### src/rtl/rv_decode_pkg.sv
`default_nettype none

package rv_decode_pkg;

    localparam int XLEN       = 64;
    localparam int ILEN       = 32;
    localparam int REG_ADDR_W = 5;
    localparam int NUM_REGS   = 32;
    localparam int SHAMT_W    = 6;    // rv64 shift amount

    // link value for jal/jalr, pc of the next instruction
    localparam logic [XLEN-1:0] INST_BYTES = 'd4;

    // major opcodes, inst[6:0]
    localparam logic [6:0] OPC_OP_IMM    = 7'b0010011;
    localparam logic [6:0] OPC_OP_IMM_32 = 7'b0011011;
    localparam logic [6:0] OPC_OP        = 7'b0110011;
    localparam logic [6:0] OPC_OP_32     = 7'b0111011;
    localparam logic [6:0] OPC_BRANCH    = 7'b1100011;
    localparam logic [6:0] OPC_LOAD      = 7'b0000011;
    localparam logic [6:0] OPC_STORE     = 7'b0100011;
    localparam logic [6:0] OPC_JAL       = 7'b1101111;
    localparam logic [6:0] OPC_JALR      = 7'b1100111;
    localparam logic [6:0] OPC_LUI       = 7'b0110111;
    localparam logic [6:0] OPC_AUIPC     = 7'b0010111;

    // funct3 codes the decoder looks at
    localparam logic [2:0] F3_SLL          = 3'b001;
    localparam logic [2:0] F3_SR           = 3'b101;   // srl/sra, also divu
    localparam logic [2:0] F3_LOAD_INVALID = 3'b111;   // no such load
    localparam logic [2:0] F3_BR_RSV0      = 3'b010;
    localparam logic [2:0] F3_BR_RSV1      = 3'b011;

    // funct7 codes
    localparam logic [6:0] F7_BASE   = 7'b0000000;
    localparam logic [6:0] F7_ALT    = 7'b0100000;    // sra, sub
    localparam logic [6:0] F7_MULDIV = 7'b0000001;    // m extension

    // fetched instruction with its pc
    typedef struct packed {
        logic [ILEN-1:0] inst;
        logic [XLEN-1:0] inst_addr;
    } fetch_pkt_t;

    // what execute gets from decode
    typedef struct packed {
        logic [ILEN-1:0]       inst;
        logic [XLEN-1:0]       inst_addr;
        logic [XLEN-1:0]       op1;
        logic [XLEN-1:0]       op2;
        logic [REG_ADDR_W-1:0] rd_addr;
        logic                  rd_wen;
        logic [XLEN-1:0]       base_addr;    // branch/jump/mem address base
        logic [XLEN-1:0]       offset_addr;  // added to base_addr
    } decoded_pkt_t;

    // every immediate format of one instruction
    typedef struct packed {
        logic [XLEN-1:0]    imm_i;
        logic [XLEN-1:0]    imm_s;
        logic [XLEN-1:0]    imm_b;
        logic [XLEN-1:0]    imm_u;
        logic [XLEN-1:0]    imm_j;
        logic [SHAMT_W-1:0] shamt;
    } imm_set_t;

endpackage

`default_nettype wire

### src/rtl/reg_file.sv
`timescale 1ns/1ps
`default_nettype none

module reg_file import rv_decode_pkg::*; (
    input  wire logic                  clk,
    input  wire logic                  reset_i,
    input  wire logic [REG_ADDR_W-1:0] rs1_addr_i,
    input  wire logic [REG_ADDR_W-1:0] rs2_addr_i,
    output logic      [XLEN-1:0]       rs1_data_o,
    output logic      [XLEN-1:0]       rs2_data_o,
    input  wire logic                  wen_i,
    input  wire logic [REG_ADDR_W-1:0] waddr_i,
    input  wire logic [XLEN-1:0]       wdata_i
);

    logic [XLEN-1:0] regs [NUM_REGS];

    // one write port, x0 never written
    always_ff @(posedge clk) begin
        if (reset_i) begin
            for (int i = 0; i < NUM_REGS; i++) begin
                regs[i] <= '0;
            end
        end else if (wen_i && waddr_i != '0) begin
            regs[waddr_i] <= wdata_i;
        end
    end

    // no bypass, a same-cycle write is seen next cycle
    always_comb begin
        if (rs1_addr_i == '0) begin
            rs1_data_o = '0;
        end else begin
            rs1_data_o = regs[rs1_addr_i];
        end
    end

    always_comb begin
        if (rs2_addr_i == '0) begin
            rs2_data_o = '0;
        end else begin
            rs2_data_o = regs[rs2_addr_i];
        end
    end

endmodule

`default_nettype wire

### config.mk
export PLATFORM = sky130hd
export DESIGN_NAME = reg_file
export DESIGN_NICKNAME = d
export VERILOG_FILES = /design/src/rtl/rv_decode_pkg.sv /design/src/rtl/reg_file.sv
export SDC_FILE = /design/constraint.sdc
export NUM_CORES = 2
export LEC_CHECK = 0
export ABC_CLOCK_PERIOD_IN_PS = 3280
export BUFFER_PORTS_ARGS = -buffer_cell sky130_fd_sc_hd__buf_2
export CAP_MARGIN = 20
export CORE_ASPECT_RATIO = 0.75
export CORE_MARGIN = 1
export CORE_UTILIZATION = 40
export CTS_BUF_LIST = sky130_fd_sc_hd__clkbuf_4 sky130_fd_sc_hd__clkbuf_8
export DETAILED_ROUTE_END_ITERATION = 8
export PLACE_DENSITY_LB_ADDON = 0.1
export SETUP_SLACK_MARGIN = 0.02
export SLEW_MARGIN = 10
export SYNTH_ARGS = -nofsm -noshare
export SYNTH_HDL_FRONTEND = slang
export SYNTH_SLANG_ARGS = --single-unit
### constraint.sdc
create_clock -name clk -period 3.28 [get_ports clk]
set_input_delay 0.164 -clock clk [delete_from_list [all_inputs] [get_ports clk]]
set_output_delay 0.164 -clock clk [all_outputs]
set_load 0.02 [all_outputs]
==> summary.txt <==
Flow run
  • Number of max-cap violations: 0

Logic synthesis
  • Sequential-to-total area share from yosys stat: 56.8%
  • Number of enable-type register cells in the synthesized netlist: 2048
  • Cells after synthesis: 7055
  • Leading cell types by total area after synthesis: edfxtp_1, mux4_2, and2_1
  • Proportion of netlist area held by the largest area contributor: 56.8%
  • Adder and majority gate portion of the synthesized area: 0%
  • Mapped Area: 0.108 mm²
  • Async SR Flop Fraction: 0%
  • Mux share of post-synthesis cell area: 23.5%
  • Synth top cells by count: edfxtp_1, and2_1, mux4_2
  • Syn Area/Cell: 15.3 µm²
  • Compound-gate portion of the synthesized area: 3.75%
  • FF+latch count, synth: 2048
  • Top cell type by total area after synthesis: edfxtp_1
  • Synth Area in XOR/XNOR: 0%
  • Count of warnings emitted by yosys: 0
  • Number of distinct library cells after synthesis: 44
  • Dominant combinational cell family by area after synthesis: multiplexers
  • Simple logic cell fraction of the synthesized area: 12.8%
  • Most frequently used flop master after synthesis: edfxtp_1
  • Cell with the most instances after synthesis: edfxtp_1

Clock tree
  • Clock tree from TritonCTS: done
  • Post-CTS Setup Bufs: 0
  • Number of H-tree levels: 5
  • Max clock buf depth: 4
  • Number of clock sinks: 2048
  • Clock transition at the registers of the reported paths: 0.07 ns
  • Root Buffer: clkbuf_8
  • Number of CTS-inserted buffers: 359

Worst setup path
  • Worst Setup Start Kind: flip-flop
  • Endpoint arrival time on the critical path: 3.14 ns
  • CP cell instances: mux2_2 -> o22ai_1 -> a221oi_1 -> o21ai_0 -> o221ai_2 -> buf_2
  • Cell count along the critical path: 6
  • Family with the most delay on the worst path: compound AO/OA/AOI/OAI gates
  • Launch point of the critical path: regs[1][3]
  • Largest fanout on the critical path: 2
  • Worst path required time: 3.12 ns
  • Critical path's slowest cell: a221oi_1
  • Capturing element type of the critical path: output port
  • Buffers & Inverters on Critical Path: 1
  • Delay of the slowest cell on the worst path: 0.54 ns
  • Worst setup path class: flip-flop to output port

Floorplan
  • Die extent in x: 603 µm
  • Std-Cell Rows: 165
  • Placeable core region: 0.269 mm²
  • Overall die height: 453 µm
  • Area enclosed by the die boundary: 0.273 mm²
  • I/O pin total: 210
  • Starting density of the core: 40.2%

Layout
  • Number of flip-flops under the largest register name: 2048
  • Final non-filler cell area: 0.124 mm²
  • Reg with most FFs: regs
  • Count of placed standard cells in the final layout, fillers left out: 11277
  • Fraction of layout instances using a drive strength above 1: 29.9%
  • Total number of nets in the final design: 7459
  • Layout overhead on the synthesized area: 14.6%
  • Registers with the most flip-flops: regs x2048

STA
  • Worst hold slack after final layout: 0.105 ns
  • Minimum setup slack in the final design: -0.0251 ns
  • Highest clock rate: 303 MHz
  • Worst slew margin relative to its limit: 29.9%
  • Final Slew Violations: 0
  • Final setup vio count: 1
  • Slew at the pin closest to its max-slew limit: 1.05 ns
  • Post-layout minimum cycle time: 3.31 ns
  • Count of endpoints failing hold in the final timing report: 0
  • Ratio of final minimum period to clock period: 101%
  • RSZ-0062 raised after global routing: true

GRT
  • Vias in the first global route: 70616
  • Antenna violations before repair: 87
  • Maximum number of pins on one net before global-route repair: 71
  • GRT Resource Usage Total: 34.0%
  • Global-route wire length before repair: 627 mm
  • Remaining Overflow, GRT: 0

Status
  • Violated checks: negative setup slack
  • Outcome: complete, but fails checks

Min path
  • Worst hold path cell count: 2
  • Startpoint of the tightest hold check path: reset_i
  • Classification of the worst-slack hold path: primary input to flip-flop

Route
  • Number of nets with antenna violations after routing: 0
  • Post-detailed-route via-to-cell ratio: 6.51
  • DRC marker count from the first detailed-route iteration: 12754
  • Wire per inst: 41.7 µm
  • Final routed DRC violation total: 0
  • Routed Wire Length: 470 mm
  • Number of iterations in the first detailed-routing pass: 6
  • Number of vias after detailed routing: 73428

Placement
  • Post-placement cell count: 10541
  • Count of buffers from port buffering: 209
  • DP Worst Slack: 0.195 ns
  • Routability-driven placement congestion ratio: 0.845
  • Placed inst area: 0.117 mm²
  • Detailed Place HPWL: 259 mm

Pwr
  • Leakage component of the power: 43.4 nW
  • Worst VDD drop: 369 µV
  • Overall power of the completed layout: 63.3 mW
  • PwrDens: 511 mW/mm²
==> cells by family (layout without fill, tap and decap cells) <==
group                  count (synthesis)  in the layout
AOI/OAI and AO/OA                    539            539
buffers and inverters                792           1308
DFF                                 2048           2048
muxes                               1391           1391
other                                  1            117
and+or+nand+nor                     2284           2284
==> what timing repair did <==
item / CTS / global route
pin swaps: 2 / 0
hold buffers: 65 / 0
setup endpoints to repair: 7 / 3
resized for setup: 10 / 2
endpoints found under the hold margin: 2001 / 0
==> per-layer routing <==
| layer | up-vias | part of all wire [%] | GRT usage (%) |
|---|---|---|---|
| met3 | 1046 | 13 | 8.89 |
| met5 | - | 0.022 | 0.139 |
| met4 | 16 | 4.7 | 13.9 |
| li1 | 27961 | - | - |
| met1 | 38747 | 39 | 47.5 |
| met2 | 5658 | 44 | 50.4 |
==> path summary, 6_finish.rpt <==
check / endpoint / slack (ns)
setup / recovery: rs1_data_o[3] / -0.03
hold / removal: regs[0][11] / 0.10
==> cells in the final DEF, fill, tap and decap left out, drive strengths merged, types with 12 or more instances in the layout <==
cell type	instances
nor2b	15
nand3	22
and3	31
or2	35
o211ai	30
a21oi	49
a32oi	30
mux4	906
conb	64
clkbuf	489
a21o	42
o2111ai	30
a221oi	58
mux2	122
nand2	108
a22o	30
o22ai	100
and2	1986
diode	53
clkinv	119
dlygate4sd3	65
a22oi	74
nor2	57
a2111oi	12
mux2i	363
edfxtp	2048
o221ai	54
buf	622
==> area by class of cell <==
cell class / count / area (µm²)
fillers: 23266 / 145000
flip-flops and latches: 2048 / 61500
multi-input cells: 4278 / 44000
repair buffers: 688 / 7300
clock buffers: 488 / 5970
well taps: 3590 / 4490
clock inverters: 130 / 633
diodes: 53 / 133
inverters: 2 / 8.76
==> through the flow <==
stage               util (%)  setup TNS (ns)
floorplan                  -               0
global placement        43.3               0
detailed placement      43.3               0
CTS                     46.0               0
global route            46.0               0
finish                  46.1         -0.0251
==> power by group <==
| part | switching (mW) | internal, mW |
|---|---|---|
| clock network | 11.3 | 11.9 |
| registers | 0.723 | 30.2 |
| logic | 5.65 | 3.60 |
Note: power is estimated with default switching activity, not from simulation.
