$ cat src/rtl/rv_decode_pkg.sv
`default_nettype none

package rv_decode_pkg;

    localparam int XLEN       = 64;
    localparam int ILEN       = 32;
    localparam int REG_ADDR_W = 5;
    localparam int NUM_REGS   = 32;
    localparam int SHAMT_W    = 6;    // rv64 shift amount

    // link value for jal/jalr, pc of the next instruction
    localparam logic [XLEN-1:0] INST_BYTES = 'd4;

    // major opcodes, inst[6:0]
    localparam logic [6:0] OPC_OP_IMM    = 7'b0010011;
    localparam logic [6:0] OPC_OP_IMM_32 = 7'b0011011;
    localparam logic [6:0] OPC_OP        = 7'b0110011;
    localparam logic [6:0] OPC_OP_32     = 7'b0111011;
    localparam logic [6:0] OPC_BRANCH    = 7'b1100011;
    localparam logic [6:0] OPC_LOAD      = 7'b0000011;
    localparam logic [6:0] OPC_STORE     = 7'b0100011;
    localparam logic [6:0] OPC_JAL       = 7'b1101111;
    localparam logic [6:0] OPC_JALR      = 7'b1100111;
    localparam logic [6:0] OPC_LUI       = 7'b0110111;
    localparam logic [6:0] OPC_AUIPC     = 7'b0010111;

    // funct3 codes the decoder looks at
    localparam logic [2:0] F3_SLL          = 3'b001;
    localparam logic [2:0] F3_SR           = 3'b101;   // srl/sra, also divu
    localparam logic [2:0] F3_LOAD_INVALID = 3'b111;   // no such load
    localparam logic [2:0] F3_BR_RSV0      = 3'b010;
    localparam logic [2:0] F3_BR_RSV1      = 3'b011;

    // funct7 codes
    localparam logic [6:0] F7_BASE   = 7'b0000000;
    localparam logic [6:0] F7_ALT    = 7'b0100000;    // sra, sub
    localparam logic [6:0] F7_MULDIV = 7'b0000001;    // m extension

    // fetched instruction with its pc
    typedef struct packed {
        logic [ILEN-1:0] inst;
        logic [XLEN-1:0] inst_addr;
    } fetch_pkt_t;

    // what execute gets from decode
    typedef struct packed {
        logic [ILEN-1:0]       inst;
        logic [XLEN-1:0]       inst_addr;
        logic [XLEN-1:0]       op1;
        logic [XLEN-1:0]       op2;
        logic [REG_ADDR_W-1:0] rd_addr;
        logic                  rd_wen;
        logic [XLEN-1:0]       base_addr;    // branch/jump/mem address base
        logic [XLEN-1:0]       offset_addr;  // added to base_addr
    } decoded_pkt_t;

    // every immediate format of one instruction
    typedef struct packed {
        logic [XLEN-1:0]    imm_i;
        logic [XLEN-1:0]    imm_s;
        logic [XLEN-1:0]    imm_b;
        logic [XLEN-1:0]    imm_u;
        logic [XLEN-1:0]    imm_j;
        logic [SHAMT_W-1:0] shamt;
    } imm_set_t;

endpackage

`default_nettype wire

$ cat src/rtl/inst_decoder.sv
`timescale 1ns/1ps
`default_nettype none

module inst_decoder import rv_decode_pkg::*; (
    input  fetch_pkt_t                  fetch_i,
    input  imm_set_t                    imms_i,
    output logic [REG_ADDR_W-1:0]       rs1_addr_o,
    output logic [REG_ADDR_W-1:0]       rs2_addr_o,
    input  wire logic [XLEN-1:0]        rs1_data_i,
    input  wire logic [XLEN-1:0]        rs2_data_i,
    output decoded_pkt_t                dec_o
);

    logic [6:0]            opcode;
    logic [REG_ADDR_W-1:0] rd;
    logic [2:0]            funct3;
    logic [REG_ADDR_W-1:0] rs1;
    logic [REG_ADDR_W-1:0] rs2;
    logic [6:0]            funct7;
    logic [XLEN-1:0]       shamt_ext;
    logic [XLEN-1:0]       rs2_shamt;
    logic                  inst_ok;    // encoding belongs to a kept group
    logic                  use_rs1;
    logic                  use_rs2;

    assign opcode = fetch_i.inst[6:0];
    assign rd     = fetch_i.inst[11:7];
    assign funct3 = fetch_i.inst[14:12];
    assign rs1    = fetch_i.inst[19:15];
    assign rs2    = fetch_i.inst[24:20];
    assign funct7 = fetch_i.inst[31:25];

    assign shamt_ext = {{(XLEN-SHAMT_W){1'b0}}, imms_i.shamt};
    assign rs2_shamt = {{(XLEN-SHAMT_W){1'b0}}, rs2_data_i[SHAMT_W-1:0]};

    // validity and source usage depend on the encoding only,
    // kept apart from the operand mux so there is no false loop via reg_file
    always_comb begin
        inst_ok = 1'b0;
        use_rs1 = 1'b0;
        use_rs2 = 1'b0;
        case (opcode)
            OPC_OP_IMM: begin
                inst_ok = 1'b1;
                use_rs1 = 1'b1;
            end
            OPC_OP_IMM_32: begin
                inst_ok = funct3 inside {3'b000, F3_SLL, F3_SR};    // addiw/slliw/sr*iw
                use_rs1 = inst_ok;
            end
            OPC_OP: begin
                inst_ok = 1'b1;    // all eight funct3 used, m ext included
                use_rs1 = 1'b1;
                use_rs2 = 1'b1;
            end
            OPC_OP_32: begin
                inst_ok = funct3 inside {3'b000, 3'b001, 3'b100, 3'b101, 3'b110, 3'b111};
                use_rs1 = inst_ok;
                use_rs2 = inst_ok;
            end
            OPC_BRANCH: begin
                inst_ok = !(funct3 inside {F3_BR_RSV0, F3_BR_RSV1});
                use_rs1 = inst_ok;
                use_rs2 = inst_ok;
            end
            OPC_LOAD: begin
                inst_ok = (funct3 != F3_LOAD_INVALID);
                use_rs1 = inst_ok;
            end
            OPC_STORE: begin
                inst_ok = (funct3[2] == 1'b0);    // sb/sh/sw/sd
                use_rs1 = inst_ok;
                use_rs2 = inst_ok;
            end
            OPC_JALR: begin
                inst_ok = 1'b1;
                use_rs1 = 1'b1;
            end
            OPC_JAL, OPC_LUI, OPC_AUIPC: begin
                inst_ok = 1'b1;
            end
            default: begin
                inst_ok = 1'b0;
            end
        endcase
    end

    assign rs1_addr_o = use_rs1 ? rs1 : '0;
    assign rs2_addr_o = use_rs2 ? rs2 : '0;

    // operands and address pair; untouched fields stay zero
    always_comb begin
        dec_o           = '0;
        dec_o.inst      = fetch_i.inst;
        dec_o.inst_addr = fetch_i.inst_addr;
        if (inst_ok) begin
            case (opcode)
                OPC_OP_IMM, OPC_OP_IMM_32: begin
                    dec_o.op1 = rs1_data_i;
                    dec_o.op2 = (funct3 inside {F3_SLL, F3_SR}) ? shamt_ext : imms_i.imm_i;
                    dec_o.rd_addr = rd;
                    dec_o.rd_wen  = 1'b1;
                end
                OPC_OP: begin
                    dec_o.op1 = rs1_data_i;
                    // shifts only see the low 6 bits, divu keeps the full value
                    if (funct3 == F3_SLL || (funct3 == F3_SR && funct7 != F7_MULDIV)) begin
                        dec_o.op2 = rs2_shamt;
                    end else begin
                        dec_o.op2 = rs2_data_i;
                    end
                    dec_o.rd_addr = rd;
                    dec_o.rd_wen  = 1'b1;
                end
                OPC_OP_32: begin
                    dec_o.op1     = rs1_data_i;
                    dec_o.op2     = rs2_data_i;
                    dec_o.rd_addr = rd;
                    dec_o.rd_wen  = 1'b1;
                end
                OPC_BRANCH: begin
                    dec_o.op1         = rs1_data_i;    // compared in execute
                    dec_o.op2         = rs2_data_i;
                    dec_o.base_addr   = fetch_i.inst_addr;
                    dec_o.offset_addr = imms_i.imm_b;
                end
                OPC_LOAD: begin
                    dec_o.op1         = rs1_data_i;
                    dec_o.op2         = imms_i.imm_i;
                    dec_o.rd_addr     = rd;
                    dec_o.rd_wen      = 1'b1;
                    dec_o.base_addr   = rs1_data_i;
                    dec_o.offset_addr = imms_i.imm_i;
                end
                OPC_STORE: begin
                    dec_o.op2         = rs2_data_i;    // store data
                    dec_o.base_addr   = rs1_data_i;
                    dec_o.offset_addr = imms_i.imm_s;
                end
                OPC_JAL, OPC_JALR: begin
                    dec_o.op1     = fetch_i.inst_addr;    // link = pc + 4
                    dec_o.op2     = INST_BYTES;
                    dec_o.rd_addr = rd;
                    dec_o.rd_wen  = 1'b1;
                    if (opcode == OPC_JALR) begin
                        dec_o.base_addr   = rs1_data_i;
                        dec_o.offset_addr = imms_i.imm_i;
                    end else begin
                        dec_o.base_addr   = fetch_i.inst_addr;
                        dec_o.offset_addr = imms_i.imm_j;
                    end
                end
                OPC_LUI: begin
                    dec_o.op2     = imms_i.imm_u;
                    dec_o.rd_addr = rd;
                    dec_o.rd_wen  = 1'b1;
                end
                OPC_AUIPC: begin
                    dec_o.op1         = fetch_i.inst_addr;
                    dec_o.op2         = imms_i.imm_u;
                    dec_o.rd_addr     = rd;
                    dec_o.rd_wen      = 1'b1;
                    dec_o.offset_addr = imms_i.imm_u;
                end
                default: begin
                    dec_o.rd_wen = 1'b0;
                end
            endcase
        end
    end

endmodule

`default_nettype wire

$ cat config.mk
export PLATFORM = sky130hd
export DESIGN_NAME = inst_decoder
export DESIGN_NICKNAME = d
export VERILOG_FILES = /design/src/rtl/rv_decode_pkg.sv /design/src/rtl/inst_decoder.sv
export SDC_FILE = /design/constraint.sdc
export NUM_CORES = 1
export LEC_CHECK = 0
export ABC_AREA = 1
export BUFFER_PORTS_ARGS = -buffer_cell sky130_fd_sc_hd__clkbuf_2
export CAP_MARGIN = 20
export CORE_AREA = 8 8 351 353
export DETAILED_ROUTE_END_ITERATION = 7
export DIE_AREA = 0 0 359 361
export SYNTH_ARGS = -nofsm -noshare
export SYNTH_HDL_FRONTEND = slang
export SYNTH_SLANG_ARGS = --single-unit
$ cat constraint.sdc
create_clock -name vclk -period 4.86
set_input_delay 0.972 -clock vclk [all_inputs]
set_output_delay 0.972 -clock vclk [all_outputs]
set_load 0.03 [all_outputs]
==> reports/metrics.cfg <==
[outcome]
outcome=completed

[worst_setup_path]
critPathKind=in2out
crit_start=fetch_i[64]
crit_arrival_ps=3370
crit_end=dec_o[41]
critPathLaunchType=input port
path_max_fanout=24
cp-end-kind=output pin
worstPathRequired_ps=3890

[routing]
routed-wl-met2_um=48000
first_pass_iters=6
met3WireLength_um=10270
routed.top_layer=met5
drtAntennaViolNets=0
drc=0
wire_per_inst_um=23.74
routed_via_density=3.970
wirelength_um=109500
drt_iter0_markers=1918
route.vias.total=18310
m1WireLength_um=48110

[sta]
worst_pin_slew_ps=1088
min_period_ps=4344
fmax_mhz=230.2
hold_viol_final=0
drv_slew=0
relSlewSlack=0.2721
finalCritPeriodShare=0.8937
setup_violations=0
fin_setup_tns_ps=0
rsz0062_at_grt=no
hold_ws_ps=2204

[die]
die_area_um2=129600
ios=918
die_w_um=359
start_util=0.08460
placeableCoreArea_um2=117500
row_count=126
die_height_um=361

[layout]
syn2layout_area_growth_pct=61.68
n_clock_buffer=0
instances_no_fill=4612
drive_above_1_share=0.3442
final_nets=3608
flops_and_latches=0
ff_latch_area_um2=0
fin_util=0.1368
stdcell_area_um2=16060

[global_routing]
grt_max_degree=71
grt_pass1_wl_um=146500
grt_pass1_vias=17770
grt_usage=0.1566
grt_overflow=0
grt_antenna_before_repair=74

[yosys]
synth_area_leaders=nand2_1 (41%), nand3_1 (19%), nor2_1 (8.4%)
synth_commonest_cells=nand2_1 (1077), nand3_1 (382), nor2_1 (222)
synth_cells=2331
ys.warnings.count=0
synth_top_area_cell=nand2_1
seq_area_frac_synth=0
synthesis.nets=2881
syn_avg_cell_area_um2=4.262
synthesis.area_um2=9936
yosysMostFrequentCell=nand2_1
yosysTopAreaCellShare=0.4069
yosysUniqueCellTypes=18

[place]
postPlaceCellArea_um2=16000
dp_hpwl_um=95590
dp.cells=4590
io_buffers=918
place.gp.congestion=0.9993

[hold_path]
hp-start=fetch_i[75]
min_path_type=in2out

[cts]
cts-hold-fix-buffers=0
cts_setup_buffers=0
cts_resized=0

[power_and_ir_drop]
netSwitchingPower_w=0.0005252
switching_share=0.6720
p_seq_frac=0
intPower_w=0.0002563
powerDensity_nw_per_um2=48.65
p_clk_frac=0
vdd_drop_max_mv=0.04952
p_comb_frac=1.000
leakage_nw=10.70

[flow_run]
max-cap-violations=0

-- cell families (layout without fill, tap and decap cells) --
| group | after synthesis | in the layout | synth area share |
|---|---|---|---|
| other cells | 0 | 20 | 0 |
| buf+inv | 504 | 1229 | 0.2391 |
| compound gates | 134 | 134 | 0.06825 |
| simple gates | 1693 | 1693 | 0.6926 |
-- critical path, cell delays in order --
cell	delay, ps
clkbuf_2	120
nand3_1	170
inv_1	90
nand2_1	160
o21ai_4	880
buf_12	280
nand2_1	160
nand2_1	100
nand2_1	50
inv_1	70
clkbuf_2	240
-- power groups by stage --
stage | Combinational [W] | Clock [W] | Sequential [W]
after floorplan | 0.000326 | 0 | 0
after global placement | 0.000776 | 0 | 0
after detailed placement | 0.000775 | 0 | 0
after CTS | 0.000779 | 0 | 0
after global routing | 0.000828 | 0.000000000361 | 0
final | 0.000782 | 0.000000000463 | 0
-- placed cells by master (no fill, tap or decap), drive strengths merged --
master	instances
nor2	223
inv	241
buf	75
clkinv	4
nand2	1081
o21ai	134
clkbuf	909
diode	20
nand4	2
nand3	384
nor3	3
-- how the worst min path moves through the flow --
stage | to | slack, ps | depth (start not counted)
2_1_floorplan | dec_o[262] | 2080 | 1
3_3_place_gp | dec_o[337] | 2210 | 2
3_5_place_dp | dec_o[356] | 2210 | 2
4_1_cts | dec_o[356] | 2210 | 2
5_1_grt | dec_o[356] | 2210 | 2
6_report | dec_o[337] | 2200 | 2
-- layer usage --
layer | global-route usage | vias to the layer above
met5 | 0.001479 | -
met4 | 0.03722 | 20
met3 | 0.04405 | 172
met2 | 0.2491 | 1176
met1 | 0.2085 | 8435
li1 | - | 8508
-- cell type report --
| cell class | count | area [µm²] |
|---|---|---|
| inverters | 245 | 924.6 |
| multi-input cells | 1827 | 7662 |
| diodes | 20 | 50.05 |
| fillers | 14090 | 101400 |
| well taps | 1536 | 1922 |
| repair buffers | 984 | 5505 |
-- metrics by stage --
| stage | power (W) | setup slack (ps) |
|---|---|---|
| floorplan | 0.0003258 | 1424 |
| global placement | 0.0007758 | 479.2 |
| detailed placement | 0.0007754 | 460.2 |
| CTS | 0.0007787 | 451.8 |
| global route | 0.0008283 | 301.4 |
| finish | 0.0007816 | 516.4 |
(Power assumes the default switching activity.)
